File: config.mk
export PLATFORM = sky130hd
export DESIGN_NAME = ann_activation
export DESIGN_NICKNAME = d
export VERILOG_FILES = /design/src/common/ann_pkg.sv /design/src/source/ann_activation.sv
export VERILOG_INCLUDE_DIRS = /design/src /design/src/common
export SDC_FILE = /design/constraint.sdc
export NUM_CORES = 1
export LEC_CHECK = 0
export ABC_AREA = 1
export BUFFER_PORTS_ARGS = -buffer_cell sky130_fd_sc_hd__clkbuf_2
export CORE_MARGIN = 2
export CORE_UTILIZATION = 37
export DETAILED_ROUTE_END_ITERATION = 6
export PLACE_DENSITY = 0.71
export SLEW_MARGIN = 20
export SYNTH_ARGS = -nofsm -noshare
export SYNTH_HDL_FRONTEND = slang
export SYNTH_SLANG_ARGS = --single-unit
File: constraint.sdc
create_clock -name clk -period 0.8 [get_ports clk]
set_clock_uncertainty 0.15 [all_clocks]
set_input_delay 0.04 -clock clk [delete_from_list [all_inputs] [get_ports clk]]
set_output_delay 0.04 -clock clk [all_outputs]
set_load 0.05 [all_outputs]
File: src/common/ann_params.svh
`ifndef ANN_PARAMS_SVH
`define ANN_PARAMS_SVH

// Lane geometry, Q5.10 lanes in a 128-bit word
`define ANN_LANES      6
`define ANN_DATA_W     16
`define ANN_FRAC_W     10
`define ANN_WORD_W     128

// Fixed-point 1.0 and the activation offset 0.5
`define ANN_ONE        1024
`define ANN_HALF       512

// Memory depths in words
`define ANN_WT_DEPTH   8
`define ANN_IN_DEPTH   4
`define ANN_OUT_DEPTH  8

// Run schedule
`define ANN_IN_ROWS    4
`define ANN_RESULTS    5
`define ANN_ARRAY_LAT  12
`define ANN_DONE_CNT   26

`endif

File: src/common/ann_pkg.sv
`default_nettype none

`include "ann_params.svh"

package ann_pkg;

    // Signed Q5.10 lane
    typedef logic signed [`ANN_DATA_W-1:0] lane_t;

    // Memory word, byte view for strobed writes and lane view for the datapath
    typedef union packed {
        logic [`ANN_WORD_W/8-1:0][7:0]          bytes;
        lane_t [`ANN_WORD_W/`ANN_DATA_W-1:0]    lanes;
    } ann_word_u;

endpackage

`default_nettype wire

File: src/source/ann_activation.sv
`timescale 1ns/1ns
`default_nettype none

`include "ann_params.svh"

module ann_activation
(
    input wire              clk,
    input wire              arst_n,
    input wire ann_pkg::lane_t y [`ANN_LANES],
    output ann_pkg::ann_word_u s
);
    import ann_pkg::*;

    // Piecewise-linear sigmoid, y/4 + 0.5 clamped to [0, 1]
    function automatic lane_t hard_sigmoid(input lane_t v);
        lane_t t;
        t = (v >>> 2) + lane_t'(`ANN_HALF);  // No overflow for any 16-bit v
        if (t < 0)
            return '0;
        else if (t > `ANN_ONE)
            return lane_t'(`ANN_ONE);
        else
            return t;
    endfunction

    always_ff @(posedge clk or negedge arst_n)
    begin
        if (!arst_n)
            s <= '0;
        else
        begin
            s <= '0;  // Upper lanes stay zero
            for (int i = 0; i < `ANN_LANES; i++)
                s.lanes[i] <= hard_sigmoid(y[i]);
        end
    end

    for (genvar i = 0; i < `ANN_LANES; i++)
    begin : g_range
        a_lane_range: assert property (@(posedge clk) disable iff (!arst_n)
            ($signed(s.lanes[i]) >= 0) && ($signed(s.lanes[i]) <= `ANN_ONE));
    end

endmodule

`default_nettype wire

==> insert_results.sql <==
INSERT INTO impl_metrics (metric_group, metric, value, unit) VALUES
('synth', 'ys_async_sr_fraction', '100', '%'),
('global_route', 'largest_net_degree_at_the_start_of_global_routing', '50', ''),
('pwr', 'powerDensity', '1440', 'nW/µm²'),
('global_route', 'grt_pass1_vias', '3703', ''),
('pwr', 'vdd_ir_drop_max', '0.748', 'mV'),
('clocking', 'htree_levels', '3', ''),
('synth', 'synth.avg_cell_area', '9.37', 'µm²'),
('worst_setup_path', 'slowest_delay', '0.43', 'ns'),
('floorplan', 'num_io_pins', '226', ''),
('finish', 'antennaDiodeCount', '0', ''),
('finish', 'layout-drive-gt1-share', '49.5', '%'),
('global_route', 'grt_antenna_before_repair', '0', ''),
('clocking', 'clkSlewWorstSetupHoldPaths', '0.09', 'ns'),
('clocking', 'clock_sink_count', '84', ''),
('worst_setup_path', 'worst-endpoint-required', '0.61', 'ns'),
('outcome', 'outcome', 'finished with violations', ''),
('timing', 'setup_ws', '-0.331', 'ns'),
('outcome', 'failed_checks', 'negative hold slack, negative setup slack', ''),
('min_path', 'worstHoldEndpoint', 's[25]$_DFF_PN0_', ''),
('pwr', 'static-leakage-power', '3.91', 'nW'),
('finish', 'fin_area', '7240', 'µm²'),
('detailed_routing', 'post_drt_via_cell_ratio', '4.56', ''),
('synth', 'synthTopCellsByArea', 'sky130_fd_sc_hd__dfrtp_1 (58%), sky130_fd_sc_hd__buf_4 (9.1%), sky130_fd_sc_hd__nor2_1 (8.0%)', ''),
('worst_setup_path', 'crit_buf_inv', '1', ''),
('timing', 'fin_hold_ws', '-0.197', 'ns'),
('timing', 'final-setup-viol-count', '141', ''),
('finish', 'multiInputGateArea', '1750', 'µm²'),
('synth', 'yosys_warnings', '0', ''),
('worst_setup_path', 'critPathCaptureType', 'output pin', ''),
('detailed_routing', 'drc', '0', ''),
('synth', 'yosys_register_bits', '84', ''),
('synth', 'number_of_enable_type_register_cells_in_the_synthesized_netlist', '0', ''),
('timing', 'final.setup.tns', '-27.63', 'ns'),
('synth', 'synth_cell_type_count', '26', ''),
('worst_setup_path', 'critPathKind', 'reg -> out', ''),
('synth', 'synth.top_cells.by_count', 'sky130_fd_sc_hd__dfrtp_1 (84), sky130_fd_sc_hd__nor2_1 (77), sky130_fd_sc_hd__inv_1 (73)', ''),
('worst_setup_path', 'timing.critical_path.from_type', 'flop', ''),
('min_path', 'hold_path.startpoint', 'y[75]', ''),
('clocking', 'tritoncts', 'yes', ''),
('floorplan', 'start_util', '37.7', '%'),
('floorplan', 'placement_rows', '36', ''),
('timing', 'final.period_utilization', '141', '%'),
('worst_setup_path', 'worstPathMaxFanout', '1', ''),
('synth', 'synth_area', '3630', 'µm²'),
('synth', 'netlist.area_leader.share', '57.8', '%'),
('worst_setup_path', 'critPathSlowestCell', 'sky130_fd_sc_hd__dfrtp_1', ''),
('detailed_routing', 'drt-total-wl', '14100', 'µm'),
('timing', 'final_max_slew_viol_count', '0', ''),
('finish', 'syn2layout_area_growth', '99.3', '%'),
('min_path', 'min-delay-path-class', 'in -> reg', ''),
('pwr', 'post-layout-total-power', '10.4', 'mW'),
('floorplan', 'fp.coreArea', '9640', 'µm²'),
('finish', 'largest_register_ffs', '84', ''),
('timing', 'clock.fmax', '0.884', 'GHz'),
('place', 'port-buffer-count', '169', ''),
('finish', 'largest_registers', 's: 84 flops', ''),
('finish', 'largest-register', 's', ''),
('synth', 'postSynthCellCount', '388', ''),
('timing', 'grt_setup_unrepaired', 'true', ''),
('floorplan', 'dieHeight', '103', 'µm'),
('synth', 'synth_ff_type', 'sky130_fd_sc_hd__dfrtp_1', ''),
('worst_setup_path', 'worst_ep_arrival_time', '0.94', 'ns'),
('finish', 'fill_cells', '543', ''),
('synth', 'synthMostInstantiatedCell', 'sky130_fd_sc_hd__dfrtp_1', ''),
('place', 'dpl_cell_area', '5190', 'µm²'),
('global_route', 'first_pass_grt_wire_length', '17300', 'µm'),
('timing', 'finalHoldViolations', '29', ''),
('global_route', 'track_usage', '21.6', '%'),
('floorplan', 'die_x', '103', 'µm'),
('finish', 'nets', '795', ''),
('detailed_routing', 'route.antenna.remaining_nets', '0', '');
worst max-delay path by stage:
stage	startpoint	end	slack [ns]	depth (start not counted)
after detailed placement	y[27]	s[64]$_DFF_PN0_	-0.47	6
after CTS	s[61]$_DFF_PN0_	s[61]	-0.34	1
final	s[80]$_DFF_PN0_	s[80]	-0.33	1
after global placement	y[27]	s[68]$_DFF_PN0_	-0.42	6
after global routing	s[53]$_DFF_PN0_	s[53]	-0.37	1
after floorplan	y[28]	s[64]$_DFF_PN0_	-0.21	5
stage by stage:
| step | cells | util, % | hold slack (ns) |
|---|---|---|---|
| 2_1_floorplan | 449 | - | -0.406 |
| 3_3_place_gp | 759 | 53.8 | -0.288 |
| 3_5_place_dp | 759 | 53.8 | -0.289 |
| 4_1_cts | 832 | 70.8 | -0.197 |
| 5_1_grt | 828 | 75.2 | -0.217 |
| 6_report | 828 | 75.2 | -0.197 |
layout make-up:
cell class / count / share of cell area [%]
tap: 133 / 2.30
sequential: 84 / 29.0
inverter: 73 / 3.78
clock inverter: 1 / 0.104
timing repair buffer: 270 / 38.4
multi-input combinational: 253 / 24.2
clock buffer: 14 / 2.25
kinds of logic (layout without fill, tap and decap cells):
family	count (synthesis)	after routing	synth area share (%)
xor gates and xnor gates	3	3	0.723
adders and majority gates	6	6	2.07
AOI/OAI and AO/OA	15	15	2.51
other	1	62	0.103
and+or+nand+nor	161	167	19.8
buffers and inverters	118	358	16.9
DFF	84	84	57.8
routing by layer:
layer / vias to the layer above / global-route usage, % / routed length, µm
met4: 0 / 12.1 / 581
met5: - / 0 / 0
li1: 1670 / - / -
met1: 1826 / 20.3 / 4460
met2: 230 / 42.5 / 8010
met3: 52 / 4.95 / 1010
power breakdown:
group	switching (mW)	total (mW)	internal [mW]	leakage, nW
logic	1.94	3.18	1.24	2.71
registers	0.101	4.48	4.38	1.11
clock network	1.46	2.75	1.29	0.0828
timing repair:
| item | in CTS | in global routing |
|---|---|---|
| cloned | 4 | 3 |
| gates resized for setup | 188 | 197 |
| setup endpoints to repair | 111 | 147 |
| hold buffers | 48 | 1 |
| endpoints found under the hold margin | 150 | 31 |
| buffers inserted | 6 | 1 |
| pin swaps | 20 | 49 |
cell usage in the layout (no fill, tap or decap), types with 27 or more instances in the layout:
master | netlist | routed
sky130_fd_sc_hd__nand2_1 | 47 | 31
sky130_fd_sc_hd__nor2_2 | 1 | 27
sky130_fd_sc_hd__buf_8 | 0 | 84
sky130_fd_sc_hd__buf_4 | 44 | 54
sky130_fd_sc_hd__clkbuf_2 | 0 | 71
sky130_fd_sc_hd__inv_1 | 73 | 69
sky130_fd_sc_hd__conb_1 | 1 | 62
sky130_fd_sc_hd__dlygate4sd3_1 | 0 | 31
sky130_fd_sc_hd__dfrtp_1 | 84 | 84
sky130_fd_sc_hd__nor2_1 | 77 | 36
Power figures use the tool's default switching activity.
