File: src/common/ann_params.svh
`ifndef ANN_PARAMS_SVH
`define ANN_PARAMS_SVH

// Lane geometry, Q5.10 lanes in a 128-bit word
`define ANN_LANES      6
`define ANN_DATA_W     16
`define ANN_FRAC_W     10
`define ANN_WORD_W     128

// Fixed-point 1.0 and the activation offset 0.5
`define ANN_ONE        1024
`define ANN_HALF       512

// Memory depths in words
`define ANN_WT_DEPTH   8
`define ANN_IN_DEPTH   4
`define ANN_OUT_DEPTH  8

// Run schedule
`define ANN_IN_ROWS    4
`define ANN_RESULTS    5
`define ANN_ARRAY_LAT  12
`define ANN_DONE_CNT   26

`endif

File: src/common/ann_ctrl_if.sv
`timescale 1ns/1ns
`default_nettype none

`include "ann_params.svh"

interface ann_ctrl_if;

    logic                               wt_rd_en;
    logic [$clog2(`ANN_WT_DEPTH)-1:0]   wt_rd_addr;
    logic                               in_rd_en;
    logic [$clog2(`ANN_IN_DEPTH)-1:0]   in_rd_addr;
    logic                               row_load;
    logic [$clog2(`ANN_IN_DEPTH):0]     row_sel;      // MSB set on the bias step
    logic                               stream_valid;
    logic                               out_wr_en;
    logic [$clog2(`ANN_OUT_DEPTH)-1:0]  out_wr_addr;

    modport sequencer
    (
        output wt_rd_en, wt_rd_addr, in_rd_en, in_rd_addr, row_load, row_sel,
        output stream_valid, out_wr_en, out_wr_addr
    );

    modport datapath
    (
        input wt_rd_en, wt_rd_addr, in_rd_en, in_rd_addr, row_load, row_sel,
        input stream_valid, out_wr_en, out_wr_addr
    );

endinterface

`default_nettype wire

File: src/source/ann_sequencer.sv
`timescale 1ns/1ns
`default_nettype none

`include "ann_params.svh"

module ann_sequencer
(
    input wire              clk,
    input wire              arst_n,
    input wire              start,
    output logic            ready,
    output logic            done,
    ann_ctrl_if.sequencer   ctrl
);
    localparam int CNT_W        = $clog2(`ANN_DONE_CNT + 1);
    localparam int IN_AW        = $clog2(`ANN_IN_DEPTH);
    localparam int WT_AW        = $clog2(`ANN_WT_DEPTH);
    localparam int OUT_AW       = $clog2(`ANN_OUT_DEPTH);
    localparam int IN_RD_FIRST  = 1;
    localparam int ROW_FIRST    = IN_RD_FIRST + 1;                    // After read latency
    localparam int WT_RD_FIRST  = ROW_FIRST + `ANN_IN_ROWS;
    localparam int STREAM_FIRST = WT_RD_FIRST + 1;
    localparam int WR_FIRST     = STREAM_FIRST + `ANN_ARRAY_LAT + 1;  // Array plus activation

    logic [CNT_W-1:0] cnt;
    logic             in_rd_win;
    logic             row_win;
    logic             wt_win;
    logic             stream_win;
    logic             wr_win;

    // Idle at 0, then free-running to the done count
    always_ff @(posedge clk or negedge arst_n)
    begin
        if (!arst_n)
            cnt <= '0;
        else if (cnt == 0)
        begin
            if (start)
                cnt <= CNT_W'(1);
        end
        else if (cnt == `ANN_DONE_CNT)
            cnt <= '0;
        else
            cnt <= cnt + 1'b1;
    end

    assign in_rd_win  = (cnt >= IN_RD_FIRST) && (cnt < IN_RD_FIRST + `ANN_IN_ROWS);
    assign row_win    = (cnt >= ROW_FIRST) && (cnt < ROW_FIRST + `ANN_IN_ROWS);
    assign wt_win     = (cnt >= WT_RD_FIRST) && (cnt < WT_RD_FIRST + `ANN_RESULTS);
    assign stream_win = (cnt >= STREAM_FIRST) && (cnt < STREAM_FIRST + `ANN_RESULTS);
    assign wr_win     = (cnt >= WR_FIRST) && (cnt < WR_FIRST + `ANN_RESULTS);

    assign ctrl.in_rd_en     = in_rd_win;
    assign ctrl.in_rd_addr   = in_rd_win ? IN_AW'(cnt - IN_RD_FIRST) : '0;
    assign ctrl.row_load     = row_win;
    // Bias rows ride along with row 0
    assign ctrl.row_sel      = row_win ? {cnt == ROW_FIRST, IN_AW'(cnt - ROW_FIRST)} : '0;
    assign ctrl.wt_rd_en     = wt_win;
    assign ctrl.wt_rd_addr   = wt_win ? WT_AW'(cnt - WT_RD_FIRST) : '0;
    assign ctrl.stream_valid = stream_win;
    assign ctrl.out_wr_en    = wr_win;
    assign ctrl.out_wr_addr  = wr_win ? OUT_AW'(cnt - WR_FIRST) : '0;

    assign ready = (cnt == 0);
    assign done  = (cnt == `ANN_DONE_CNT);

    a_ready_done_excl: assert property (@(posedge clk) disable iff (!arst_n)
        !(ready && done));

endmodule

`default_nettype wire

File: src/flat_wrapper.sv
// flat-port wrapper written by rule: the top's interface ports become plain ports
module ann_sequencer_flat 
  (clk, arst_n, start, ready, done, ctrl_wt_rd_en, ctrl_wt_rd_addr, ctrl_in_rd_en, ctrl_in_rd_addr, ctrl_row_load, ctrl_row_sel, ctrl_stream_valid, ctrl_out_wr_en, ctrl_out_wr_addr);
  ann_ctrl_if ctrl_i ();
  input wire clk;
  input wire arst_n;
  input wire start;
  output logic ready;
  output logic done;
  output wire logic [$bits(ctrl_i.wt_rd_en)-1:0] ctrl_wt_rd_en;
  output wire logic [$bits(ctrl_i.wt_rd_addr)-1:0] ctrl_wt_rd_addr;
  output wire logic [$bits(ctrl_i.in_rd_en)-1:0] ctrl_in_rd_en;
  output wire logic [$bits(ctrl_i.in_rd_addr)-1:0] ctrl_in_rd_addr;
  output wire logic [$bits(ctrl_i.row_load)-1:0] ctrl_row_load;
  output wire logic [$bits(ctrl_i.row_sel)-1:0] ctrl_row_sel;
  output wire logic [$bits(ctrl_i.stream_valid)-1:0] ctrl_stream_valid;
  output wire logic [$bits(ctrl_i.out_wr_en)-1:0] ctrl_out_wr_en;
  output wire logic [$bits(ctrl_i.out_wr_addr)-1:0] ctrl_out_wr_addr;
  assign ctrl_wt_rd_en = ctrl_i.wt_rd_en;
  assign ctrl_wt_rd_addr = ctrl_i.wt_rd_addr;
  assign ctrl_in_rd_en = ctrl_i.in_rd_en;
  assign ctrl_in_rd_addr = ctrl_i.in_rd_addr;
  assign ctrl_row_load = ctrl_i.row_load;
  assign ctrl_row_sel = ctrl_i.row_sel;
  assign ctrl_stream_valid = ctrl_i.stream_valid;
  assign ctrl_out_wr_en = ctrl_i.out_wr_en;
  assign ctrl_out_wr_addr = ctrl_i.out_wr_addr;
  ann_sequencer u_core (.clk(clk), .arst_n(arst_n), .start(start), .ready(ready), .done(done), .ctrl(ctrl_i));
endmodule
File: config.mk
export PLATFORM = sky130hd
export DESIGN_NAME = ann_sequencer_flat
export DESIGN_NICKNAME = d
export VERILOG_FILES = /design/src/common/ann_ctrl_if.sv /design/src/source/ann_sequencer.sv /design/src/flat_wrapper.sv
export VERILOG_INCLUDE_DIRS = /design/src /design/src/common
export SDC_FILE = /design/constraint.sdc
export NUM_CORES = 1
export LEC_CHECK = 0
export ABC_AREA = 1
export BUFFER_PORTS_ARGS = -buffer_cell sky130_fd_sc_hd__buf_2
export CORE_AREA = 2 2 39 41
export DETAILED_ROUTE_END_ITERATION = 10
export DIE_AREA = 0 0 41 43
export GPL_TIMING_DRIVEN = 0
export PLACE_DENSITY = 0.66
export SLEW_MARGIN = 25
export SYNTH_ARGS = -nofsm -noshare
export SYNTH_HDL_FRONTEND = slang
export SYNTH_SLANG_ARGS = --single-unit
File: constraint.sdc
create_clock -name clk -period 2.3 [get_ports clk]
set_clock_uncertainty 0.05 [all_clocks]
set_input_delay 0.69 -clock clk [delete_from_list [all_inputs] [get_ports clk]]
set_output_delay 0.69 -clock clk [all_outputs]
set_load 0.05 [all_outputs]
==> flow_summary_export.csv <==
group,metric,value,unit
setup_path,cp-endpoint,"ctrl_in_rd_addr[0]",
detailed_routing,wl,1620,um
timing,fin_crit,2.32,ns
timing,grt_setup_unrepaired,"yes",
setup_path,rrSetupSlack,0.88,ns
yosys,avgSynthCellArea,6.51,um^2
clock_network,clockRootBuffer,"clkbuf_4",
final_layout,largest_register,"u_core.cnt",
timing,timing.final.crit_share,101,%
worst_hold_path,hold_class,"in -> async",
placed_design,io_buffers,20,
setup_path,crit_type,"reg -> out",
global_routing,grt_pass1_vias,497,
global_routing,grt_antenna_before_repair,0,
detailed_routing,first_pass_iters,4,
timing,fmax,0.430,GHz
floorplanning,die_area,1760,um^2
final_layout,drive_gt1_share,55.6,%
timing,drv_slew,0,
setup_path,critPathLaunchType,"flop",
timing,hold_violations,0,
global_routing,grt_start_max_net_pins,10,
yosys,post-synth-top-count-cell,"nor2_1",
setup_path,rr_worst_depth,6,
detailed_routing,drtAntennaViolNets,0,
placed_design,hpwl,918,um
floorplanning,die_h,43,um
yosys,ys_warn_count,0,
final_layout,syn2layout_area_growth,75.2,%
global_routing,grt_overflow_total,0,
final_layout,diodes,0,
yosys,synth_cells,83,
detailed_routing,num_vias,667,
yosys,ys_ff_latch,5,
floorplanning,initial_core_util,39.1,%
floorplanning,rows,14,
timing,worst_pin_slew,0.263,ns
yosys,synth_top_area_cell,"dfrtp_1",
timing,hold_ws,0.202,ns
setup_path,r2r_end,"u_core.cnt[1]",
timing,fin_ws,-0.0246,ns
clock_network,cts_tree,"built",
run_status,status,"finished, violations left",
flow_run,max_cap_violations,0,
clock_network,htreeDepth,1,
yosys,async_flop_share,100,%
clock_network,clkSinkCount,5,
clock_network,clockBufferDepth,2,
floorplanning,io_pins,21,
final_layout,reg_top3,"u_core.cnt (5)",
final_layout,num-nets-final,129,
yosys,ys_seq_area_share,23.1,%
setup_path,cp-end-kind,"output pin",
yosys,synth_edf_count,0,
yosys,ys_top_cells_by_count,"nor2_1 (16), inv_1 (13), nand2_1 (13), ha_1 (8), nand3_1 (8)",
detailed_routing,wl_per_cell,12.2,um
setup_path,reg2reg_from,"u_core.cnt[0]",
timing,setup_viol,3,
yosys,synth_area_leaders,"dfrtp_1 (23%), ha_1 (19%), nor2_1 (11%)",
floorplanning,core_area,1380,um^2
setup_path,worstPathRequired,1.56,ns
final_layout,nFillCells,107,
setup_path,startpoint,"u_core.cnt[2]",
setup_path,arrival,1.58,ns
floorplanning,die-width,41,um
yosys,netlist_area,541,um^2
clock_network,clk_pin_slew,0.04,ns
global_routing,grtUsageTotal,18.4,%
clock_network,clkLatencyLatePin,0.24,ns
final_layout,largest_reg_flops,5,
yosys,synth_top_cell_area_share,23.1,%
timing,relSlewSlack,82.4,%
detailed_routing,drt_iter0_markers,15,
detailed_routing,route.detailed.drc,0,
yosys,synth_flop_cell,"dfrtp_1",
run_status,violations,"negative setup slack",
yosys,synthDistinctLibCells,17,
global_routing,grt_pass1_wl,2210,um
placed_design,gp_congestion,0.782,
detailed_routing,viasPerCell,5.02,
setup_path,worstPathMaxFanout,6,
clock_network,cts_made_buffers,3,
yosys,synth.net_count,94,
==> metrics by stage <==
step | util, % | std cells | worst slack, ns | TNS [ns] | cell area [um^2]
floorplan | - | 83 | -0.157 | -0.616 | 558
global placement | 49.0 | 119 | -0.00288 | -0.00560 | 678
detailed placement | 49.0 | 119 | -0.00349 | -0.00349 | 678
CTS | 59.4 | 128 | -0.00800 | -0.00800 | 822
global route | 68.4 | 133 | -0.0956 | -0.534 | 947
finish | 68.4 | 133 | -0.0246 | -0.0405 | 947
==> cells by family (layout without fill, tap and decap cells) <==
kind of cell,Yosys count,count (layout),synth area share (%)
AND/OR/NAND/NOR,45,45,36.6
buffers and inverters,17,51,13.2
adder cells (fa/ha/maj),8,8,18.5
AO/OA/AOI/OAI,8,8,8.56
flip-flops,5,5,23.1
==> routing by layer <==
metal,part of all wire [%],up-vias,global-route usage (%)
met5,0,-,0
met4,4.3,0,4.67
met3,7.7,6,8.38
met2,48,34,26.3
met1,39,296,24.5
li1,-,331,-
==> area by class of cell <==
type	count	area [um^2]	share of cell area [%]
inverters	16	67.6	7.13
well taps	16	20.0	2.11
plain buffers	1	11.3	1.19
multi-input cells	61	424	44.8
clock buffers	4	26.3	2.77
repair buffers	30	269	28.4
flip-flops and latches	5	129	13.6
==> cells in the final DEF, fill, tap and decap left out, drive strengths merged, types with 2 or more instances in the layout <==
cell / count
buf: 31
nor2: 19
inv: 16
nand2: 14
nand3: 8
ha: 8
o21ai: 5
dfrtp: 5
clkbuf: 4
nand4: 3
a21oi: 2
==> worst min path at each step <==
stage,startpoint,endpoint
final,arst_n,u_core.cnt[3]
after detailed placement,arst_n,u_core.cnt[3]
after global routing,arst_n,u_core.cnt[4]
after global placement,arst_n,u_core.cnt[4]
after floorplan,arst_n,u_core.cnt[0]
after CTS,arst_n,u_core.cnt[3]
==> critical path, cell delays in order, from the launching register on <==
cell	delay (ns)
dfrtp_2	0.46
ha_2	0.20
inv_2	0.08
nand2_4	0.10
nor2_4	0.12
nand2_2	0.08
nor2_1	0.13
buf_6	0.17
==> what timing repair did <==
action                                  4_1_cts  5_1_grt
pin swaps                                     0        7
buffers inserted                              5        5
hold buffers                                  0        0
resized for setup                            29       31
endpoints found under the hold margin         0        0
endpoints found under the setup margin       17       17
Power is left out: the tool's default activity adds up to more than one toggle a clock period on the data nets, which glitch-free logic cannot reach.
