`config.mk`:
```
export PLATFORM = sky130hd
export DESIGN_NAME = ann_memory
export DESIGN_NICKNAME = d
export VERILOG_FILES = /design/src/common/ann_pkg.sv /design/src/source/ann_memory.sv
export VERILOG_INCLUDE_DIRS = /design/src /design/src/common
export SDC_FILE = /design/constraint.sdc
export NUM_CORES = 1
export LEC_CHECK = 0
export BUFFER_PORTS_ARGS = -buffer_cell sky130_fd_sc_hd__clkbuf_2
export CORE_ASPECT_RATIO = 0.6
export CORE_UTILIZATION = 40
export DETAILED_ROUTE_END_ITERATION = 16
export SETUP_SLACK_MARGIN = 0.4
export SKIP_LAST_GASP = 1
export SYNTH_ARGS = -nofsm -noshare
export SYNTH_HDL_FRONTEND = slang
export SYNTH_SLANG_ARGS = --single-unit
```
`constraint.sdc`:
```
create_clock -name clk -period 2.3 [get_ports clk]
set_input_delay 0 -clock clk [delete_from_list [all_inputs] [get_ports clk]]
set_output_delay 0 -clock clk [all_outputs]
set_load 0.01 [all_outputs]
```
`src/common/ann_params.svh`:
```
`ifndef ANN_PARAMS_SVH
`define ANN_PARAMS_SVH

// Lane geometry, Q5.10 lanes in a 128-bit word
`define ANN_LANES      6
`define ANN_DATA_W     16
`define ANN_FRAC_W     10
`define ANN_WORD_W     128

// Fixed-point 1.0 and the activation offset 0.5
`define ANN_ONE        1024
`define ANN_HALF       512

// Memory depths in words
`define ANN_WT_DEPTH   8
`define ANN_IN_DEPTH   4
`define ANN_OUT_DEPTH  8

// Run schedule
`define ANN_IN_ROWS    4
`define ANN_RESULTS    5
`define ANN_ARRAY_LAT  12
`define ANN_DONE_CNT   26

`endif

```
`src/common/ann_pkg.sv`:
```
`default_nettype none

`include "ann_params.svh"

package ann_pkg;

    // Signed Q5.10 lane
    typedef logic signed [`ANN_DATA_W-1:0] lane_t;

    // Memory word, byte view for strobed writes and lane view for the datapath
    typedef union packed {
        logic [`ANN_WORD_W/8-1:0][7:0]          bytes;
        lane_t [`ANN_WORD_W/`ANN_DATA_W-1:0]    lanes;
    } ann_word_u;

endpackage

`default_nettype wire

```
`src/source/ann_memory.sv`:
```
`timescale 1ns/1ns
`default_nettype none

`include "ann_params.svh"

module ann_memory
#(
    parameter int DEPTH = 8
)
(
    input wire                          clk,
    input wire                          wr_en,
    input wire [$clog2(DEPTH)-1:0]      wr_addr,
    input wire ann_pkg::ann_word_u      wr_data,
    input wire [`ANN_WORD_W/8-1:0]      wr_strb,
    input wire                          rd_en,
    input wire [$clog2(DEPTH)-1:0]      rd_addr,
    output ann_pkg::ann_word_u          rd_data
);
    import ann_pkg::*;

    ann_word_u mem [DEPTH];

    // Byte-granular write
    always_ff @(posedge clk)
    begin
        if (wr_en)
        begin
            for (int b = 0; b < `ANN_WORD_W/8; b++)
            begin
                if (wr_strb[b])
                    mem[wr_addr].bytes[b] <= wr_data.bytes[b];
            end
        end
    end

    always_ff @(posedge clk)
    begin
        if (rd_en)
            rd_data <= mem[rd_addr];  // Holds last word otherwise
    end

    a_wr_addr_known: assert property (@(posedge clk) wr_en |-> !$isunknown(wr_addr));
    a_rd_addr_known: assert property (@(posedge clk) rd_en |-> !$isunknown(rd_addr));

endmodule

`default_nettype wire

```
==> results of run 1 <==
## placed cells by master (no fill, tap or decap), types with 3 or more instances in the layout
cell type         n
inv_6             5
clkinv_2         17
clkbuf_1         12
mux4_1           65
clkbuf_2        276
nand2_1          16
clkbuf_16       104
clkinvlp_4        7
edfxtp_1       1152
buf_12           26
nor2_1          128
bufinv_16        16
clkinv_1         17
nand3b_1          3
diode_2           7
mux2_2          128
buf_4           177
clkinv_4          3
dlygate4sd3_1   149
mux4_2          191
## kinds of logic (layout without fill, tap and decap cells)
group                  after synthesis  count (layout)  share of synthesized area, %
muxes                              384             384                         17.16
other                                0               7                             0
buffers and inverters               88             819                         1.787
and+or+nand+nor                    152             152                         1.383
DFF                               1152            1152                         79.67
## flip-flops by register name, indices dropped and copies added, names as in the netlist
signal and count:
rd_data 128, mem 1024
## critical path, cell delays in order
cell and delay (ps):
dlygate4sd3_1 530, clkbuf_2 160, or3b_4 490, dlygate4sd3_1 630, nor2_1 160, buf_4 230
## where the power goes
part,leakage (nW),total (mW),switching [mW],internal (mW)
clock,1.71,18.1,7.88,10.2
combinational,5.60,2.54,1.33,1.21
sequential,10.5,23.9,0.156,23.7
## routing by layer
metal	global-route usage (%)	wire length (um)
met4	4.583	2130
met5	0	39
met2	28.34	46910
met3	3.706	5690
met1	25.58	43300
## synth_stat cells
| cell type | instances | share of area (%) |
|---|---|---|
| buf_6 | 8 | 0.21 |
| edfxtp_1 | 1152 | 80 |
| clkbuf_1 | 29 | 0.25 |
| buf_1 | 13 | 0.11 |
| buf_8 | 18 | 0.62 |
| buf_4 | 1 | 0.017 |
| nand3b_1 | 3 | 0.052 |
| mux2_2 | 128 | 3.3 |
| or3_1 | 1 | 0.014 |
| buf_12 | 2 | 0.092 |
| clkbuf_8 | 14 | 0.44 |
| buf_2 | 2 | 0.023 |
| nand2_1 | 16 | 0.14 |
| mux4_2 | 191 | 9.9 |
| nand3_1 | 1 | 0.012 |
| or3b_2 | 3 | 0.061 |
| clkbuf_4 | 1 | 0.017 |
| nor2_1 | 128 | 1.1 |
| mux4_1 | 65 | 3.9 |
## worst max path at each step
stage | slack (ps) | endpoint | cells past startpoint
after detailed placement | 490 | mem[4][32] | 5
final | 490 | mem[4][5] | 6
after global routing | 450 | mem[4][5] | 6
after floorplan | 560 | mem[2][100] | 5
after CTS | 410 | mem[4][5] | 6
after global placement | 500 | mem[4][72] | 5
## final cells by class
class | instances | area, um^2 | area share [%]
tap | 1425 | 1783 | 3.380
timing repair buffer | 632 | 4775 | 9.051
antenna | 7 | 17.52 | 0.03320
multi-input combinational | 536 | 8059 | 15.28
clock buffer | 116 | 2648 | 5.019
sequential | 1152 | 34590 | 65.57
clock inverter | 71 | 879.6 | 1.667
## what timing repair did
action / CTS / global route
hold buffers: 149 / 0
resized for setup: 0 / 1
setup endpoints to repair: 0 / 7
endpoints found under the hold margin: 1668 / 0
==> Implementation_results.wiki, run 1 <==
{| class="wikitable"
! Metric !! Value
|-
| Buffer cell driving the clock tree root || clkbuf_16
|-
| Bufs on Longest Clock Path || 3
|-
| Depth of the worst register-to-register path || 2
|-
| Final routed wirelength across all metal layers || 98070 um
|-
| R2r startpoint || mem[6][0]
|-
| Worst reg-to-reg setup slack || 850 ps
|-
| Post-placement worst setup slack || 494.5 ps
|-
| Relative slew slack || 60.43%
|-
| Beginning of the critical path || wr_addr[1]
|-
| Hold-critical path depth || 4
|-
| Mean number of vias per cell || 5.127
|-
| Syn Nets || 1929
|-
| Final Worst Setup Slack || 492.7 ps
|-
| Post-route antenna net violation count || 0
|-
| Weighted congestion reported at the end of routability-driven placement || 0.7397
|-
| Layout Cell Area excl Fill || 52750 um^2
|-
| Number of global-route vias before repair || 21130
|-
| Filler cell count || 8586
|-
| Reg-to-reg endpoint || rd_data[0]
|-
| Post-synthesis sequential element count || 1152
|-
| Mapped cell area || 43420 um^2
|-
| Data required time at the worst endpoint || 2710 ps
|-
| Worst Setup End Kind || register
|-
| Post-layout minimum cycle time || 1807 ps
|-
| Number of pins with negative max-slew slack in the final report || 0
|-
| Area growth, synth to finish || 21.50%
|-
| First-pass GRT wire length || 142500 um
|-
| Data arrival at the endpoint of the critical path || 2220 ps
|-
| Total global-route track usage || 17.97%
|-
| Setup Skew || 27.16 ps
|-
| Area enclosed by the die boundary || 109900 um^2
|-
| Worst Path Max Fanout || 8
|-
| DRC violations left || 0
|-
| Yosys warning count || 0
|-
| Fraction of layout cells with a size suffix above 1 || 38.45%
|-
| Final std cells w/o fill || 3939
|-
| Std-Cell Core Area || 107400 um^2
|-
| Post-Syn Instances || 1776
|-
| Slew at the pin closest to its max-slew limit || 593.5 ps
|-
| Part of the cycle the worst path needs || 78.58%
|-
| Total overflow reported by the global router || 0
|-
| Total leakage power || 17.81 nW
|-
| Placed cell count || 3596
|-
| Status || finished clean
|-
| Peak supply drop || 0.5936 mV
|-
| Worst-Skew Late Latency || 720 ps
|-
| Die height || 257.2 um
|-
| Total cell area at the placement stage || 47720 um^2
|-
| Maximum capacitance violations || 0
|-
| PD cells || 842.5 nW/um^2
|-
| Critical path launch point type || input port
|-
| Mean area per synthesized cell || 24.45 um^2
|-
| Post-layout total power || 44.45 mW
|-
| CTS clock-pin slew for the worst setup and hold paths || 70 ps
|-
| Placement row count || 93
|-
| Post-layout nets || 2579
|-
| Accumulated negative setup slack || 0 ps
|-
| Wire length per cell || 24.90 um
|-
| Pin count of the biggest net entering global routing || 57
|-
| TritonCTS clock tree || yes
|-
| Post-synth cell types || 19
|-
| Terminating pin of the worst hold path || mem[6][120]
|-
| Sink Count || 1152
|-
| Horizontal die dimension || 427.3 um
|-
| Unrepaired setup endpoints after global routing || no
|-
| Share of the yosys chip area belonging to registers || 79.67%
|-
| 1st-pass router iterations || 5
|-
| CTS H-Tree Depth || 3
|-
| Vias after detailed routing || 20200
|-
| Number of clock buffers inserted by TritonCTS || 104
|-
| Number of hold violations in the final report || 0
|-
| Initial core utilization || 40.43%
|-
| Number of ports placed on the die boundary || 281
|-
| Tightest hold margin || 99.92 ps
|-
| Number of antenna violations at the first check in global routing || 12
|-
| Highest attainable clock frequency || 553.3 MHz
|-
| Setup Buffers After CTS || 0
|-
| Violation count after the first detailed-routing iteration || 1645
|-
| HP Class || input port to register
|-
| Number of failing setup endpoints in the final timing report || 0
|-
| End-of-flow core utilization || 49.12%
|-
| Buffers on Ports || 280
|-
| Worst Min Path Start || wr_strb[15]
|-
| Half-perimeter wire length after detailed placement || 62790 um
|-
| Crit path kind || input port to register
|}
(Power assumes the default switching activity.)
==> run 2, diff against run 1 <==
Settings changed: ABC_AREA from default to 1.
Clock period 2.3 ns to 1.5 ns, I/O delays scaled along.
==> Implementation_results.wiki, run 2 <==
{| class="wikitable"
! Metric !! Value
|-
| Placement row count || 99 (+6.5%)
|-
| Number of hold violations in the final report || 0 (unchanged)
|-
| Kind of cell with the highest combined delay on the critical path || flip-flops
|-
| Flip-flop count of the largest register after layout || 1024 (unchanged)
|-
| Initial core utilization || 40.37% (-0.057 points)
|-
| Number of global-route vias before repair || 30430 (+44%)
|-
| Commonest non-fill, non-tap cell in the layout || nand2_1
|-
| Global-route met2 utilization || 30.87% (+2.5 points)
|-
| Commonest cells in the netlist || 1680 x nand2_1, 1152 x edfxtp_1, 1028 x inv_1
|-
| Met3 Track Usage GR || 3.604% (-0.10 points)
|-
| Mean area per synthesized cell || 10.42 um^2 (-57%)
|-
| CTS clock-pin slew for the worst setup and hold paths || 70 ps (about the same)
|-
| Final routed wirelength across all metal layers || 126200 um (+29%)
|-
| Total overflow reported by the global router || 0 (unchanged)
|-
| Horizontal die dimension || 454.6 um (+6.4%)
|-
| Peak supply drop || 0.9457 mV (+59%)
|-
| Total cell area at the placement stage || 54380 um^2 (+14%)
|-
| Grt met1 use || 30.30% (+4.7 points)
|-
| Post-layout nets || 5460 (+110%)
|-
| Vias after detailed routing || 32110 (+59%)
|-
| Half-perimeter wire length after detailed placement || 78540 um (+25%)
|-
| Mapped cell area || 49160 um^2 (+13%)
|-
| Proportion of power drawn by combinational gates || 7.4% (+1.7 points)
|-
| Number of clock buffers inserted by TritonCTS || 110 (+5.8%)
|-
| PD cells || 1182 nW/um^2 (+40%)
|-
| Share of async-settable or async-resettable flops after synthesis || 0% (unchanged)
|-
| Post-synthesis sequential element count || 1152 (unchanged)
|-
| Primary FF master, synth || edfxtp_1
|-
| Number of failing setup endpoints in the final timing report || 0 (unchanged)
|-
| Die height || 273.5 um (+6.4%)
|-
| Worst-Skew Late Latency || 740 ps (+20 ps)
|-
| Sequential power share || 51.8% (-1.9 points)
|-
| Switching power as a share of total power || 22.78% (+1.7 points)
|-
| CTS H-Tree Depth || 3 (unchanged)
|-
| Mean number of vias per cell || 4.574 (-11%)
|-
| Library cell with the largest summed area after synthesis || edfxtp_1
|-
| Highest attainable clock frequency || 711.6 MHz
|-
| Maximum capacitance violations || 0 (unchanged)
|-
| Post-layout minimum cycle time || 1405 ps
|-
| Fraction of layout cells with a size suffix above 1 || 14.79% (-24 points)
|-
| Buffers on Ports || 280 (unchanged)
|-
| Setup Skew || 25.76 ps (-1.403 ps)
|-
| HP Class || input port to register
|-
| Data required time at the worst endpoint || 1500 ps (-1210 ps)
|-
| Yosys warning count || 0 (unchanged)
|-
| TritonCTS clock tree || yes
|-
| Post-route antenna net violation count || 0 (unchanged)
|-
| Post-synth cell types || 11 (-8)
|-
| Weighted congestion reported at the end of routability-driven placement || 0.7955 (+7.5%)
|-
| Accumulated negative setup slack || 0 ps (unchanged)
|-
| Crit path kind || register to primary output
|-
| Violation count after the first detailed-routing iteration || 2425 (+47%)
|-
| Number of antenna violations at the first check in global routing || 11 (-1)
|-
| Data arrival at the endpoint of the critical path || 1410 ps (-810 ps)
|-
| Filler cell count || 10920 (+27%)
|-
| Critical path launch point type || register
|-
| Area growth, synth to finish || 21.65%
|-
| Wire length per cell || 17.97 um (-28%)
|-
| Worst stage delay on the critical path || 500 ps (-130 ps)
|-
| Layout Cell Area excl Fill || 59800 um^2 (+13%)
|-
| Part of the total power dissipated in the clock network || 40.8% (+0.2 points)
|-
| Relative slew slack || 65.50% (+5.1 points)
|-
| Std-Cell Core Area || 121800 um^2 (+13%)
|-
| Post-Syn Instances || 4718 (+170%)
|-
| Count of buffering cells on the critical path with inverters included || 1 (-3)
|-
| Setup Buffers After CTS || 0 (unchanged)
|-
| Slew at the pin closest to its max-slew limit || 517.4 ps (-76.06 ps)
|-
| 1st-pass router iterations || 6 (+1)
|-
| Share of the synthesized area in the top cell type || 70.37% (-9.3 points)
|-
| Bufs on Longest Clock Path || 3 (unchanged)
|-
| Switching power || 16.10 mW (+72%)
|-
| Share of the yosys chip area belonging to registers || 70.37% (-9.3 points)
|-
| Area enclosed by the die boundary || 124300 um^2 (+13%)
|-
| End-of-flow core utilization || 49.11% (about the same)
|-
| Worst path slowest cell || edfxtp_1
|-
| Layer carrying the most global-route usage || met2
|-
| Pin count of the biggest net entering global routing || 89 (+56%)
|-
| Unrepaired setup endpoints after global routing || yes
|-
| Worst Path Max Fanout || 1 (-7)
|-
| Syn Nets || 4871 (+150%)
|-
| Most frequently used cell type in the post-synthesis netlist || nand2_1
|-
| First-pass GRT wire length || 189700 um (+33%)
|-
| Synth top area cells || edfxtp_1 70%, nand2_1 13%, inv_1 7.8%, nand3_1 5.3%, buf_2 1.2%
|-
| DRC violations left || 0 (unchanged)
|-
| Number of pins with negative max-slew slack in the final report || 0 (unchanged)
|-
| Top library cells by usage in the layout, fill and taps aside || 1656 x nand2_1, 1152 x edfxtp_1, 1027 x inv_1
|-
| Buffer cell driving the clock tree root || clkbuf_16
|-
| Part of the cycle the worst path needs || 93.68%
|-
| Number of ports placed on the die boundary || 281 (unchanged)
|-
| Series of cell instances along the critical path || clkbuf_2
|-
| Number of enable-type register cells in the synthesized netlist || 1152 (unchanged)
|-
| P_int || 54.59 mW (+56%)
|-
| Status || finished clean
|-
| Total global-route track usage || 20.33% (+2.4 points)
|-
| Total leakage power || 27.06 nW (+52%)
|-
| Sink Count || 1152 (unchanged)
|-
| Worst Setup End Kind || primary output
|}
[run 2: cell count changes in the layout (fill, tap and decap cells not counted), sizes merged, moves of 4 or more]
cell / delta
diode: -5
nand3: +519
dlygate4sd3: -10
nand2: +1664
clkinvlp: -5
clkbuf: -4
inv: +1033
buf: +79
clkinv: +11
mux4: -256
mux2: -128
[run 2: per-stage QoR]
| step | setup slack, ps | hold WS [ps] | std cells | total power, mW |
|---|---|---|---|---|
| finish | 94.73 | 64.98 | 7021 | 70.70 |
| global route | 50.08 | 24.34 | 7020 | 73.13 |
| CTS | 27.13 | 3.077 | 7018 | 71.31 |
| detailed placement | 39.49 | 293.9 | 6671 | 42.16 |
| global placement | 35.87 | 290.2 | 6671 | 42.11 |
| floorplan | 166.7 | 98.87 | 4718 | 39.77 |
[run 2: final cells by class]
cell class                      instances  area [um^2]  area share, %
Clock inverter                         80        858.3          1.435
Inverter                             1030         3900          6.522
Sequential cell                      1152        34590          57.85
Clock buffer                          128         2841          4.752
Tap cell                             1616         2022          3.381
Multi-Input combinational cell       2328         9669          16.17
Antenna cell                            2        5.005       0.008369
Timing Repair Buffer                  685         5911          9.884
[run 2: tightest hold or removal path, cell delays in order]
cell     delay (ps)
buf_8           160
buf_12          200
nand2_1          80
nand3_1          70
nand2_1          60
nand2_1          40
nand2_1          50
[run 2: timing repair]
action                     4_1_cts  5_1_grt
pin swaps                        0       17
hold endpoints to repair      1376        0
hold buffers                   139        0
setup endpoints to repair      128      176
resized for setup                8       91
gates cloned                     0        1
[run 2: metal layers]
metal	part of all wire (%)	vias up
met3	5.7	164
met2	45	810
met4	2.0	10
met1	48	15150
met5	0.043	-
li1	-	15980
[run 2: logic make-up (layout without fill, tap and decap cells)]
group | after synthesis | in the layout | synth area share (%)
DFF | 1152 | 1152 | 70.37
buffers and inverters | 1238 | 1923 | 10.53
and+or+nand+nor | 2328 | 2328 | 19.10
other | 0 | 2 | 0
[run 2: final timing paths]
| check | startpoint | to | slack [ps] | depth (start not counted) |
|---|---|---|---|---|
| min reg2reg | mem[1][87] | rd_data[87] | 700 | 6 |
| min | rd_addr[0] | rd_data[21] | 60 | 7 |
| max | rd_data[34] | rd_data[34] | 90 | 1 |
| max reg2reg | mem[5][98] | rd_data[98] | 440 | 6 |
[run 2: power groups by stage]
stage | sequential, mW | combinational, mW | clock (mW)
finish | 36.6 | 5.24 | 28.8
global route | 36.7 | 5.81 | 30.6
CTS | 36.6 | 5.21 | 29.5
detailed placement | 37.3 | 4.85 | 0
global placement | 37.3 | 4.82 | 0
floorplan | 37.4 | 2.39 | 0
