File: config.mk
export PLATFORM = sky130hd
export DESIGN_NAME = ann_operand_bank_flat
export DESIGN_NICKNAME = d
export VERILOG_FILES = /design/src/common/ann_pkg.sv /design/src/common/ann_ctrl_if.sv /design/src/source/ann_operand_bank.sv /design/src/flat_wrapper.sv
export VERILOG_INCLUDE_DIRS = /design/src /design/src/common
export SDC_FILE = /design/constraint.sdc
export NUM_CORES = 1
export LEC_CHECK = 0
export BUFFER_PORTS_ARGS = -buffer_cell sky130_fd_sc_hd__buf_2
export CORE_AREA = 2 2 281 283
export DETAILED_ROUTE_END_ITERATION = 7
export DIE_AREA = 0 0 283 285
export GPL_TIMING_DRIVEN = 0
export REMOVE_ABC_BUFFERS = 1
export SLEW_MARGIN = 20
export SYNTH_ARGS = -nofsm -noshare
export SYNTH_HDL_FRONTEND = slang
export SYNTH_SLANG_ARGS = --single-unit
File: constraint.sdc
create_clock -name clk -period 1.8 [get_ports clk]
set_clock_uncertainty 0.05 [all_clocks]
set_input_delay 0.18 -clock clk [delete_from_list [all_inputs] [get_ports clk]]
set_output_delay 0.18 -clock clk [all_outputs]
set_load 0.05 [all_outputs]
File: src/common/ann_params.svh
`ifndef ANN_PARAMS_SVH
`define ANN_PARAMS_SVH

// Lane geometry, Q5.10 lanes in a 128-bit word
`define ANN_LANES      6
`define ANN_DATA_W     16
`define ANN_FRAC_W     10
`define ANN_WORD_W     128

// Fixed-point 1.0 and the activation offset 0.5
`define ANN_ONE        1024
`define ANN_HALF       512

// Memory depths in words
`define ANN_WT_DEPTH   8
`define ANN_IN_DEPTH   4
`define ANN_OUT_DEPTH  8

// Run schedule
`define ANN_IN_ROWS    4
`define ANN_RESULTS    5
`define ANN_ARRAY_LAT  12
`define ANN_DONE_CNT   26

`endif

File: src/common/ann_pkg.sv
`default_nettype none

`include "ann_params.svh"

package ann_pkg;

    // Signed Q5.10 lane
    typedef logic signed [`ANN_DATA_W-1:0] lane_t;

    // Memory word, byte view for strobed writes and lane view for the datapath
    typedef union packed {
        logic [`ANN_WORD_W/8-1:0][7:0]          bytes;
        lane_t [`ANN_WORD_W/`ANN_DATA_W-1:0]    lanes;
    } ann_word_u;

endpackage

`default_nettype wire

File: src/common/ann_ctrl_if.sv
`timescale 1ns/1ns
`default_nettype none

`include "ann_params.svh"

interface ann_ctrl_if;

    logic                               wt_rd_en;
    logic [$clog2(`ANN_WT_DEPTH)-1:0]   wt_rd_addr;
    logic                               in_rd_en;
    logic [$clog2(`ANN_IN_DEPTH)-1:0]   in_rd_addr;
    logic                               row_load;
    logic [$clog2(`ANN_IN_DEPTH):0]     row_sel;      // MSB set on the bias step
    logic                               stream_valid;
    logic                               out_wr_en;
    logic [$clog2(`ANN_OUT_DEPTH)-1:0]  out_wr_addr;

    modport sequencer
    (
        output wt_rd_en, wt_rd_addr, in_rd_en, in_rd_addr, row_load, row_sel,
        output stream_valid, out_wr_en, out_wr_addr
    );

    modport datapath
    (
        input wt_rd_en, wt_rd_addr, in_rd_en, in_rd_addr, row_load, row_sel,
        input stream_valid, out_wr_en, out_wr_addr
    );

endinterface

`default_nettype wire

File: src/source/ann_operand_bank.sv
`timescale 1ns/1ns
`default_nettype none

`include "ann_params.svh"

module ann_operand_bank
(
    input wire                      clk,
    input wire                      arst_n,
    ann_ctrl_if.datapath            ctrl,
    input wire ann_pkg::ann_word_u  in_data,
    output ann_pkg::lane_t          x [`ANN_LANES][`ANN_LANES]
);
    import ann_pkg::*;

    localparam int IN_AW    = $clog2(`ANN_IN_DEPTH);
    localparam int BIAS_ROW = `ANN_IN_ROWS;

    // Rows 0..3 hold input words, row 4 the bias, row 5 is unused and kept at zero
    always_ff @(posedge clk or negedge arst_n)
    begin
        if (!arst_n)
            x <= '{default: '0};
        else if (ctrl.row_load)
        begin
            for (int j = 0; j < `ANN_LANES; j++)
            begin
                x[ctrl.row_sel[IN_AW-1:0]][j] <= in_data.lanes[j];
            end
            if (ctrl.row_sel[IN_AW])
            begin
                for (int j = 0; j < `ANN_LANES; j++)
                begin
                    x[BIAS_ROW][j]     <= lane_t'(`ANN_ONE);
                    x[BIAS_ROW + 1][j] <= '0;
                end
            end
        end
    end

endmodule

`default_nettype wire

File: src/flat_wrapper.sv
// flat-port wrapper written by rule: the top's interface ports become plain ports
module ann_operand_bank_flat import ann_pkg::*;
  (clk, arst_n, in_data, x, ctrl_wt_rd_en, ctrl_wt_rd_addr, ctrl_in_rd_en, ctrl_in_rd_addr, ctrl_row_load, ctrl_row_sel, ctrl_stream_valid, ctrl_out_wr_en, ctrl_out_wr_addr);
  ann_ctrl_if ctrl_i ();
  input wire clk;
  input wire arst_n;
  input wire ann_pkg::ann_word_u in_data;
  output ann_pkg::lane_t x[`ANN_LANES][`ANN_LANES];
  input wire logic [$bits(ctrl_i.wt_rd_en)-1:0] ctrl_wt_rd_en;
  input wire logic [$bits(ctrl_i.wt_rd_addr)-1:0] ctrl_wt_rd_addr;
  input wire logic [$bits(ctrl_i.in_rd_en)-1:0] ctrl_in_rd_en;
  input wire logic [$bits(ctrl_i.in_rd_addr)-1:0] ctrl_in_rd_addr;
  input wire logic [$bits(ctrl_i.row_load)-1:0] ctrl_row_load;
  input wire logic [$bits(ctrl_i.row_sel)-1:0] ctrl_row_sel;
  input wire logic [$bits(ctrl_i.stream_valid)-1:0] ctrl_stream_valid;
  input wire logic [$bits(ctrl_i.out_wr_en)-1:0] ctrl_out_wr_en;
  input wire logic [$bits(ctrl_i.out_wr_addr)-1:0] ctrl_out_wr_addr;
  assign ctrl_i.wt_rd_en = ctrl_wt_rd_en;
  assign ctrl_i.wt_rd_addr = ctrl_wt_rd_addr;
  assign ctrl_i.in_rd_en = ctrl_in_rd_en;
  assign ctrl_i.in_rd_addr = ctrl_in_rd_addr;
  assign ctrl_i.row_load = ctrl_row_load;
  assign ctrl_i.row_sel = ctrl_row_sel;
  assign ctrl_i.stream_valid = ctrl_stream_valid;
  assign ctrl_i.out_wr_en = ctrl_out_wr_en;
  assign ctrl_i.out_wr_addr = ctrl_out_wr_addr;
  ann_operand_bank u_core (.clk(clk), .arst_n(arst_n), .ctrl(ctrl_i), .in_data(in_data), .x(x));
endmodule
==> results of run 1 <==
## cells in the mapped netlist, drive strengths merged
library cell    n
dfrtp         385
buf           231
mux2          384
nor3b           1
a21o            1
nand3           1
nand3b          2
conb            1
## through the flow
step           setup WS, ns  area (sq um)  TNS [ns]
6_report              0.114         21400         0
5_1_grt              0.0467         21400         0
4_1_cts              0.0453         21400         0
3_5_place_dp         -0.578         19000    -43.55
3_3_place_gp          -6.91         18500  -4555.81
2_1_floorplan         -2.86         14700   -778.87
## worst reg2reg max path: stages, from the launching register on
cell and delay [ns]:
sky130_fd_sc_hd__dfrtp_1 0.43, sky130_fd_sc_hd__a21o_1 0.17, sky130_fd_sc_hd__dlygate4sd3_1 0.55
## what timing repair did
action                     CTS  global route
setup buffers                0             3
hold buffers                99             0
hold endpoints to repair   586             0
setup endpoints to repair    0            19
## final timing paths
path / from / to / slack [ns] / cells past startpoint
min reg2reg: u_core.x[491] / u_core.x[491] / 0.43 / 1
max reg2reg: u_core.x[106] / u_core.x[106] / 0.49 / 2
min: arst_n / u_core.x[535] / 0.08 / 2
min in group clk: ctrl_row_sel[0] / u_core.x[541] / 0.18 / 4
max: ctrl_row_sel[1] / u_core.x[442] / 0.11 / 8
max in group asynchronous: arst_n / u_core.x[460] / 0.24 / 4
## layout make-up
class / instances / area share (%)
tap: 1050 / 6.13
sequential: 385 / 44.9
clock buffer: 60 / 5.64
multi-input combinational: 575 / 23.7
clock inverter: 15 / 0.986
timing repair buffer: 626 / 18.6
## cell families after synthesis
| group | count (synthesis) |
|---|---|
| multiplexers | 384 |
| flip-flops | 385 |
| AND/OR/NAND/NOR | 4 |
| AO/OA/AOI/OAI | 1 |
| other | 1 |
| buffers and inverters | 231 |
## layer usage
layer  vias up  global-route usage [%]  share of wire [%]
met4         4                    3.86                3.6
met1      5046                    10.4                 37
met3        83                    3.40                7.7
met5         -                       0              0.051
met2       392                    17.5                 52
li1       4348                       -                  -
## report_power, final
group / internal [mW] / switching (mW) / total, mW / leakage [nW]
clock network: 5.27 / 3.54 / 8.81 / 0.683
logic: 2.64 / 8.61 / 11.3 / 4.88
registers: 10.3 / 0.811 / 11.1 / 4.55
==> PnR_summary.wiki, run 1 <==
{| class="wikitable"
! Metric !! Value
|-
| Status || finished, final reports clean
|-
| Via count || about 9900
|-
| Most common cell after layout, fill and taps aside || sky130_fd_sc_hd__buf_2
|-
| Gate count after technology mapping || between 1000 and 1500
|-
| Sequential area share after synthesis || 61.6%
|-
| Largest registers || u_core.x (385)
|-
| Cell area after synthesis || 15600 sq um
|-
| Combinational family with the most area after synthesis || multiplexers
|-
| Number of DRC markers after the initial detailed-route iteration || between 200 and 250
|-
| Mean instance size in the synthesized netlist || between 15 and 20 sq um
|-
| Overflow after GRT || 0
|-
| Fillers || between 7000 and 8000
|-
| Wire length of the first global-routing pass || 63100 microns
|-
| Antenna violations before repair || 2
|-
| Worst vdd ir || between 900 and 1000 uV
|-
| Transition time of the tightest slew-check pin || around 0.56 ns
|-
| Number of nets still failing antenna checks after routing || 0
|-
| DRC violation count after routing || 0
|-
| Share of layout cells above drive strength 1 || a little under three fifths
|-
| Diode count || 0
|-
| Area grow syn2layout || 37.0%
|-
| Top cell type's share of synthesized area || 61.6%
|-
| Final WL || a little over 40000 microns
|-
| Final design utilization || a little over a quarter
|-
| Die area || ~81000 sq um
|-
| Max-cap viol count || 0
|-
| Final Total Pwr || 31.2 mW
|-
| Number of global-route vias before repair || ~11000
|-
| Starting utilization of the core area || between 20% and 30%
|-
| Horiz. Die Dim || about 280 microns
|-
| Cell repeated most along the worst path || sky130_fd_sc_hd__buf_6
|-
| Ports || 722
|-
| Critical Path Max Stage Delay || 0.36 ns
|-
| Maximum number of pins on one net before global-route repair || 98
|-
| Nature of the critical path startpoint || input port
|-
| Non-filler instance count after layout || around 2700
|-
| Buf+Inv Stages, Crit Path || 6
|-
| Placer Congestion || 0.775
|-
| Number of iterations in the first detailed-routing pass || 4
|-
| Largest area contributor in the netlist || sky130_fd_sc_hd__dfrtp_1
|-
| Maximum clock frequency || around 590 MHz
|-
| Post-route clock period utilization || between 90% and 100%
|-
| Start-to-end type of the worst setup path || input port to register
|-
| Area used by sequential logic in the layout || 9630 sq um
|-
| Number of CTS-inserted buffers || between 40 and 50
|-
| Category of the worst setup path capture point || register
|-
| Flip-flop and latch count after synthesis || about 390
|-
| Area of combinational cells with multiple inputs || approximately 5100 sq um
|-
| Number of clock sinks seen by CTS || slightly below 400
|-
| Number of distinct standard cells referenced by the synthesized netlist || 10
|-
| Critical path data arrival time || just over 2 ns
|-
| CP Cell Sequence || buf_2 -> nand3b_1 -> buf_6 -> buf_8 -> buf_6 -> buf_6 -> buf_6 -> mux2_2
|-
| Number of placement rows || approximately 100
|-
| Fraction of the mapped netlist area in simple logic gates || less than 1%
|-
| Worst-Skew Late Latency || 0.54 ns
|-
| Adder and majority gate portion of the synthesized area || 0%
|-
| Core region area || 78000 sq um
|-
| Detailed-route vias per instance || 3.64
|-
| Count of cells resized by post-cts repair || 0
|-
| Overall track demand over capacity in global routing || about a tenth
|-
| Cell family contributing the most delay on the critical path || buffers and inverters
|-
| Mux cell area share after synthesis || around 28%
|-
| Required time reported for the critical path endpoint || 2.18 ns
|-
| Crit-path slowest cell || sky130_fd_sc_hd__mux2_2
|-
| H-tree depth || 2
|-
| TritonCTS clock tree || yes
|-
| Fraction of the mapped netlist area in compound gates || less than 1%
|-
| Reg clk slew, reported paths || 0.06 ns
|-
| CTS max path bufs || 3
|-
| Smallest hold slack || between 0.08 and 0.09 ns
|-
| Leakage power || roughly 10 nW
|-
| Unrepaired setup endpoints after global routing || false
|-
| Final number of hold-violating endpoints || 0
|-
| Synth Area in XOR/XNOR || 0%
|-
| Slew Viols, Final || 0
|-
| Post-placement cell count || 2534
|-
| Final routed wire length divided by cell count || ~15 microns
|-
| Crit path time final || 1.69 ns
|-
| Number of port buffers || about 490
|-
| Power density cells || approximately 1500 nW/um^2
|-
| Vertical extent of the die || 285 microns
|-
| Detailed placement HPWL || roughly 30000 microns
|-
| Max-slew headroom || between 60% and 70%
|-
| Clock Tree Root || sky130_fd_sc_hd__clkbuf_16
|-
| Type of the most critical hold path || input port to async pin
|-
| Warnings, synthesis || 0
|-
| CP max FO || 13
|-
| Largest Register || u_core.x
|-
| Most used cells in the layout excluding fill and tap cells || sky130_fd_sc_hd__buf_2, sky130_fd_sc_hd__dfrtp_1, sky130_fd_sc_hd__mux2_2
|-
| Final setup violation count || 0
|-
| Flip-flop count of the largest register, all copies and words added || 385
|-
| Top cells by area in the synthesized netlist || sky130_fd_sc_hd__dfrtp_1, sky130_fd_sc_hd__mux2_2, sky130_fd_sc_hd__buf_4
|-
| Final Net Count || 1777
|}
(Power assumes the default switching activity.)
==> run 2: changes to the inputs <==
- GPL_TIMING_DRIVEN: 0 -> not set
==> run 2 against run 1 <==
Worst hold slack got worse by 0.036 ns. Global-route usage is 0.11 points higher. Maximum frequency rose by 12%. Cell area barely moved. Sequential cell count stayed put. Clock power shrank 7.0%. Total power decreased by 2.0%.
==> PnR_summary.wiki, run 2 (synthesized netlist as in run 1, its figures left out) <==
{| class="wikitable"
! Metric !! Value
|-
| Status || finished, final reports clean (unchanged)
|-
| Finished Cell Area || 21400 sq um (about the same)
|-
| Number of nets still failing antenna checks after routing || 0 (unchanged)
|-
| Number of iterations in the first detailed-routing pass || 4 (unchanged)
|-
| Largest Register || u_core.x (unchanged)
|-
| Number of buffers added to fix hold violations after cts || 99 (unchanged)
|-
| Clock Tree Root || sky130_fd_sc_hd__clkbuf_16 (unchanged)
|-
| Worst slack at placement || 0.131 ns (was -0.578 ns)
|-
| Worst vdd ir || 965 uV (was 943 uV)
|-
| Number of DRC markers after the initial detailed-route iteration || 208 (was 240)
|-
| Unrepaired setup endpoints after global routing || false (unchanged)
|-
| Overall track demand over capacity in global routing || 9.84% (was 9.73%)
|-
| Via count || 9914 (was 9873)
|-
| Final design utilization || 27.5% (about the same)
|-
| Maximum number of pins on one net before global-route repair || 52 (was 98)
|-
| Final setup violation count || 0 (unchanged)
|-
| Register-to-register setup slack || 0.50 ns (was 0.49 ns)
|-
| Buf+Inv Stages, Crit Path || 1 (was 6)
|-
| Diode count || 0 (unchanged)
|-
| Buffers inserted during post-CTS setup optimization || 0 (unchanged)
|-
| Category of the worst setup path capture point || output pin (was register)
|-
| Count of cells resized by post-cts repair || 0 (unchanged)
|-
| CP max FO || 7 (was 13)
|-
| Area grow syn2layout || 37.0% (about the same)
|-
| Horiz. Die Dim || 283 microns (unchanged)
|-
| H-tree depth || 2 (unchanged)
|-
| Ports || 722 (unchanged)
|-
| Largest registers || u_core.x (385) (unchanged)
|-
| Number of clock sinks seen by CTS || 385 (unchanged)
|-
| Detailed-route vias per instance || 3.63 (was 3.64)
|-
| Critical Path Max Stage Delay || 0.42 ns (was 0.36 ns)
|-
| DRC violation count after routing || 0 (unchanged)
|-
| Maximum clock frequency || 667 MHz (was 593 MHz)
|-
| PnR worst setup slack || 0.300 ns (was 0.114 ns)
|-
| Most used cells in the layout excluding fill and tap cells || sky130_fd_sc_hd__buf_2, sky130_fd_sc_hd__dfrtp_1, sky130_fd_sc_hd__mux2_2 (unchanged)
|-
| Placed Area || 19100 sq um (was 19000 sq um)
|-
| Vertical extent of the die || 285 microns (unchanged)
|-
| Start-to-end type of the worst setup path || register to output pin (was input port to register)
|-
| Detailed placement HPWL || 30100 microns (was 29800 microns)
|-
| Number of CTS-inserted buffers || 42 (was 43)
|-
| Final number of hold-violating endpoints || 0 (unchanged)
|-
| Reg clk slew, reported paths || 0.06 ns (about the same)
|-
| Crit-path slowest cell || sky130_fd_sc_hd__dfrtp_1 (was sky130_fd_sc_hd__mux2_2)
|-
| Number of port buffers || 491 (unchanged)
|-
| Placer Congestion || 0.777 (was 0.775)
|-
| Number of global-route vias before repair || 10600 (was 10800)
|-
| Worst-Skew Late Latency || 0.54 ns (about the same)
|-
| Required time reported for the critical path endpoint || 1.57 ns (was 2.18 ns)
|-
| Type of the most critical hold path || input port to async pin (unchanged)
|-
| Max-cap viol count || 0 (unchanged)
|-
| Cell family contributing the most delay on the critical path || flip-flops (was buffers and inverters)
|-
| TritonCTS clock tree || yes (unchanged)
|-
| Final WL || 41300 microns (was 40900 microns)
|-
| Number of placement rows || 103 (unchanged)
|-
| Antenna violations before repair || 3 (was 2)
|-
| Core region area || 78000 sq um (unchanged)
|-
| Nature of the critical path startpoint || register (was input port)
|-
| Power density cells || 1430 nW/um^2 (was 1450 nW/um^2)
|-
| Wire length of the first global-routing pass || 63200 microns (was 63100 microns)
|-
| CTS max path bufs || 3 (unchanged)
|-
| CP Cell Sequence || buf_2 (was buf_2 -> nand3b_1 -> buf_6 -> buf_8 -> buf_6 -> buf_6 -> buf_6 -> mux2_2)
|-
| Post-route clock period utilization || 83.3% (was 93.7%)
|-
| Leakage power || 10.2 nW (was 10.1 nW)
|-
| Final Net Count || 1795 (was 1777)
|-
| Critical path data arrival time || 1.27 ns (was 2.06 ns)
|-
| Starting utilization of the core area || 20.1% (unchanged)
|-
| Flip-flop count of the largest register, all copies and words added || 385 (unchanged)
|-
| Overflow after GRT || 0 (unchanged)
|-
| Most common cell after layout, fill and taps aside || sky130_fd_sc_hd__buf_2 (unchanged)
|-
| Final routed wire length divided by cell count || 15.1 microns (about the same)
|-
| Share of layout cells above drive strength 1 || 56.9% (was 56.5%)
|-
| Slew Viols, Final || 0 (unchanged)
|-
| Die area || 80700 sq um (unchanged)
|-
| Crit path time final || 1.50 ns (was 1.69 ns)
|}
## run 2: cell count changes in the layout (fill, tap and decap cells not counted), moves of 4 or more
cell,delta
sky130_fd_sc_hd__buf_12,+17
sky130_fd_sc_hd__buf_4,+35
sky130_fd_sc_hd__bufinv_16,-4
sky130_fd_sc_hd__buf_16,-6
sky130_fd_sc_hd__buf_6,-21
sky130_fd_sc_hd__buf_8,-6
## run 2: power breakdown
part / internal (mW) / switching, mW
registers: 10.3 / 0.801
logic: 2.66 / 8.60
clock network: 4.75 / 3.45
## run 2: area by class of cell
cell class / instances / area, sq um
flip-flops and latches: 385 / 9630
clock inverters: 11 / 70.1
repair buffers: 645 / 4100
fillers: 7980 / 56500
multi-input cells: 575 / 5080
well taps: 1050 / 1310
clock buffers: 62 / 1240
## run 2: worst paths after layout
check / from / end / cells after the start
max: u_core.x[106] / x[170] / 1
min: arst_n / u_core.x[536] / 2
max reg2reg: u_core.x[106] / u_core.x[106] / 2
min reg2reg: u_core.x[483] / u_core.x[483] / 1
max in group asynchronous: arst_n / u_core.x[364] / 4
min in group clk: ctrl_row_sel[1] / u_core.x[240] / 4
## run 2: through the flow
step	hold WS, ns	TNS [ns]	power, mW	std cells
final	0.0452	0	30.6	2728
after global routing	0.0486	0	31.8	2728
after CTS	0.0261	0	30.9	2728
after detailed placement	0.0439	0	22.4	2556
after global placement	0.0389	0	22.2	2556
after floorplan	-0.166	-778.87	19.5	960
## run 2: worst register-to-register path, delay by kind of cell, from the launching register on
family          cells  cell delay, ns
buf+inv             1            0.54
flops               1            0.43
compound gates      1            0.17
## run 2: routing by layer
layer / vias to the layer above / wire length (microns) / GRT usage [%]
li1: 4383 / - / -
met1: 5040 / 15700 / 10.8
met2: 405 / 21000 / 17.6
met3: 84 / 3100 / 3.26
met4: 2 / 1430 / 3.78
met5: - / 13 / 0
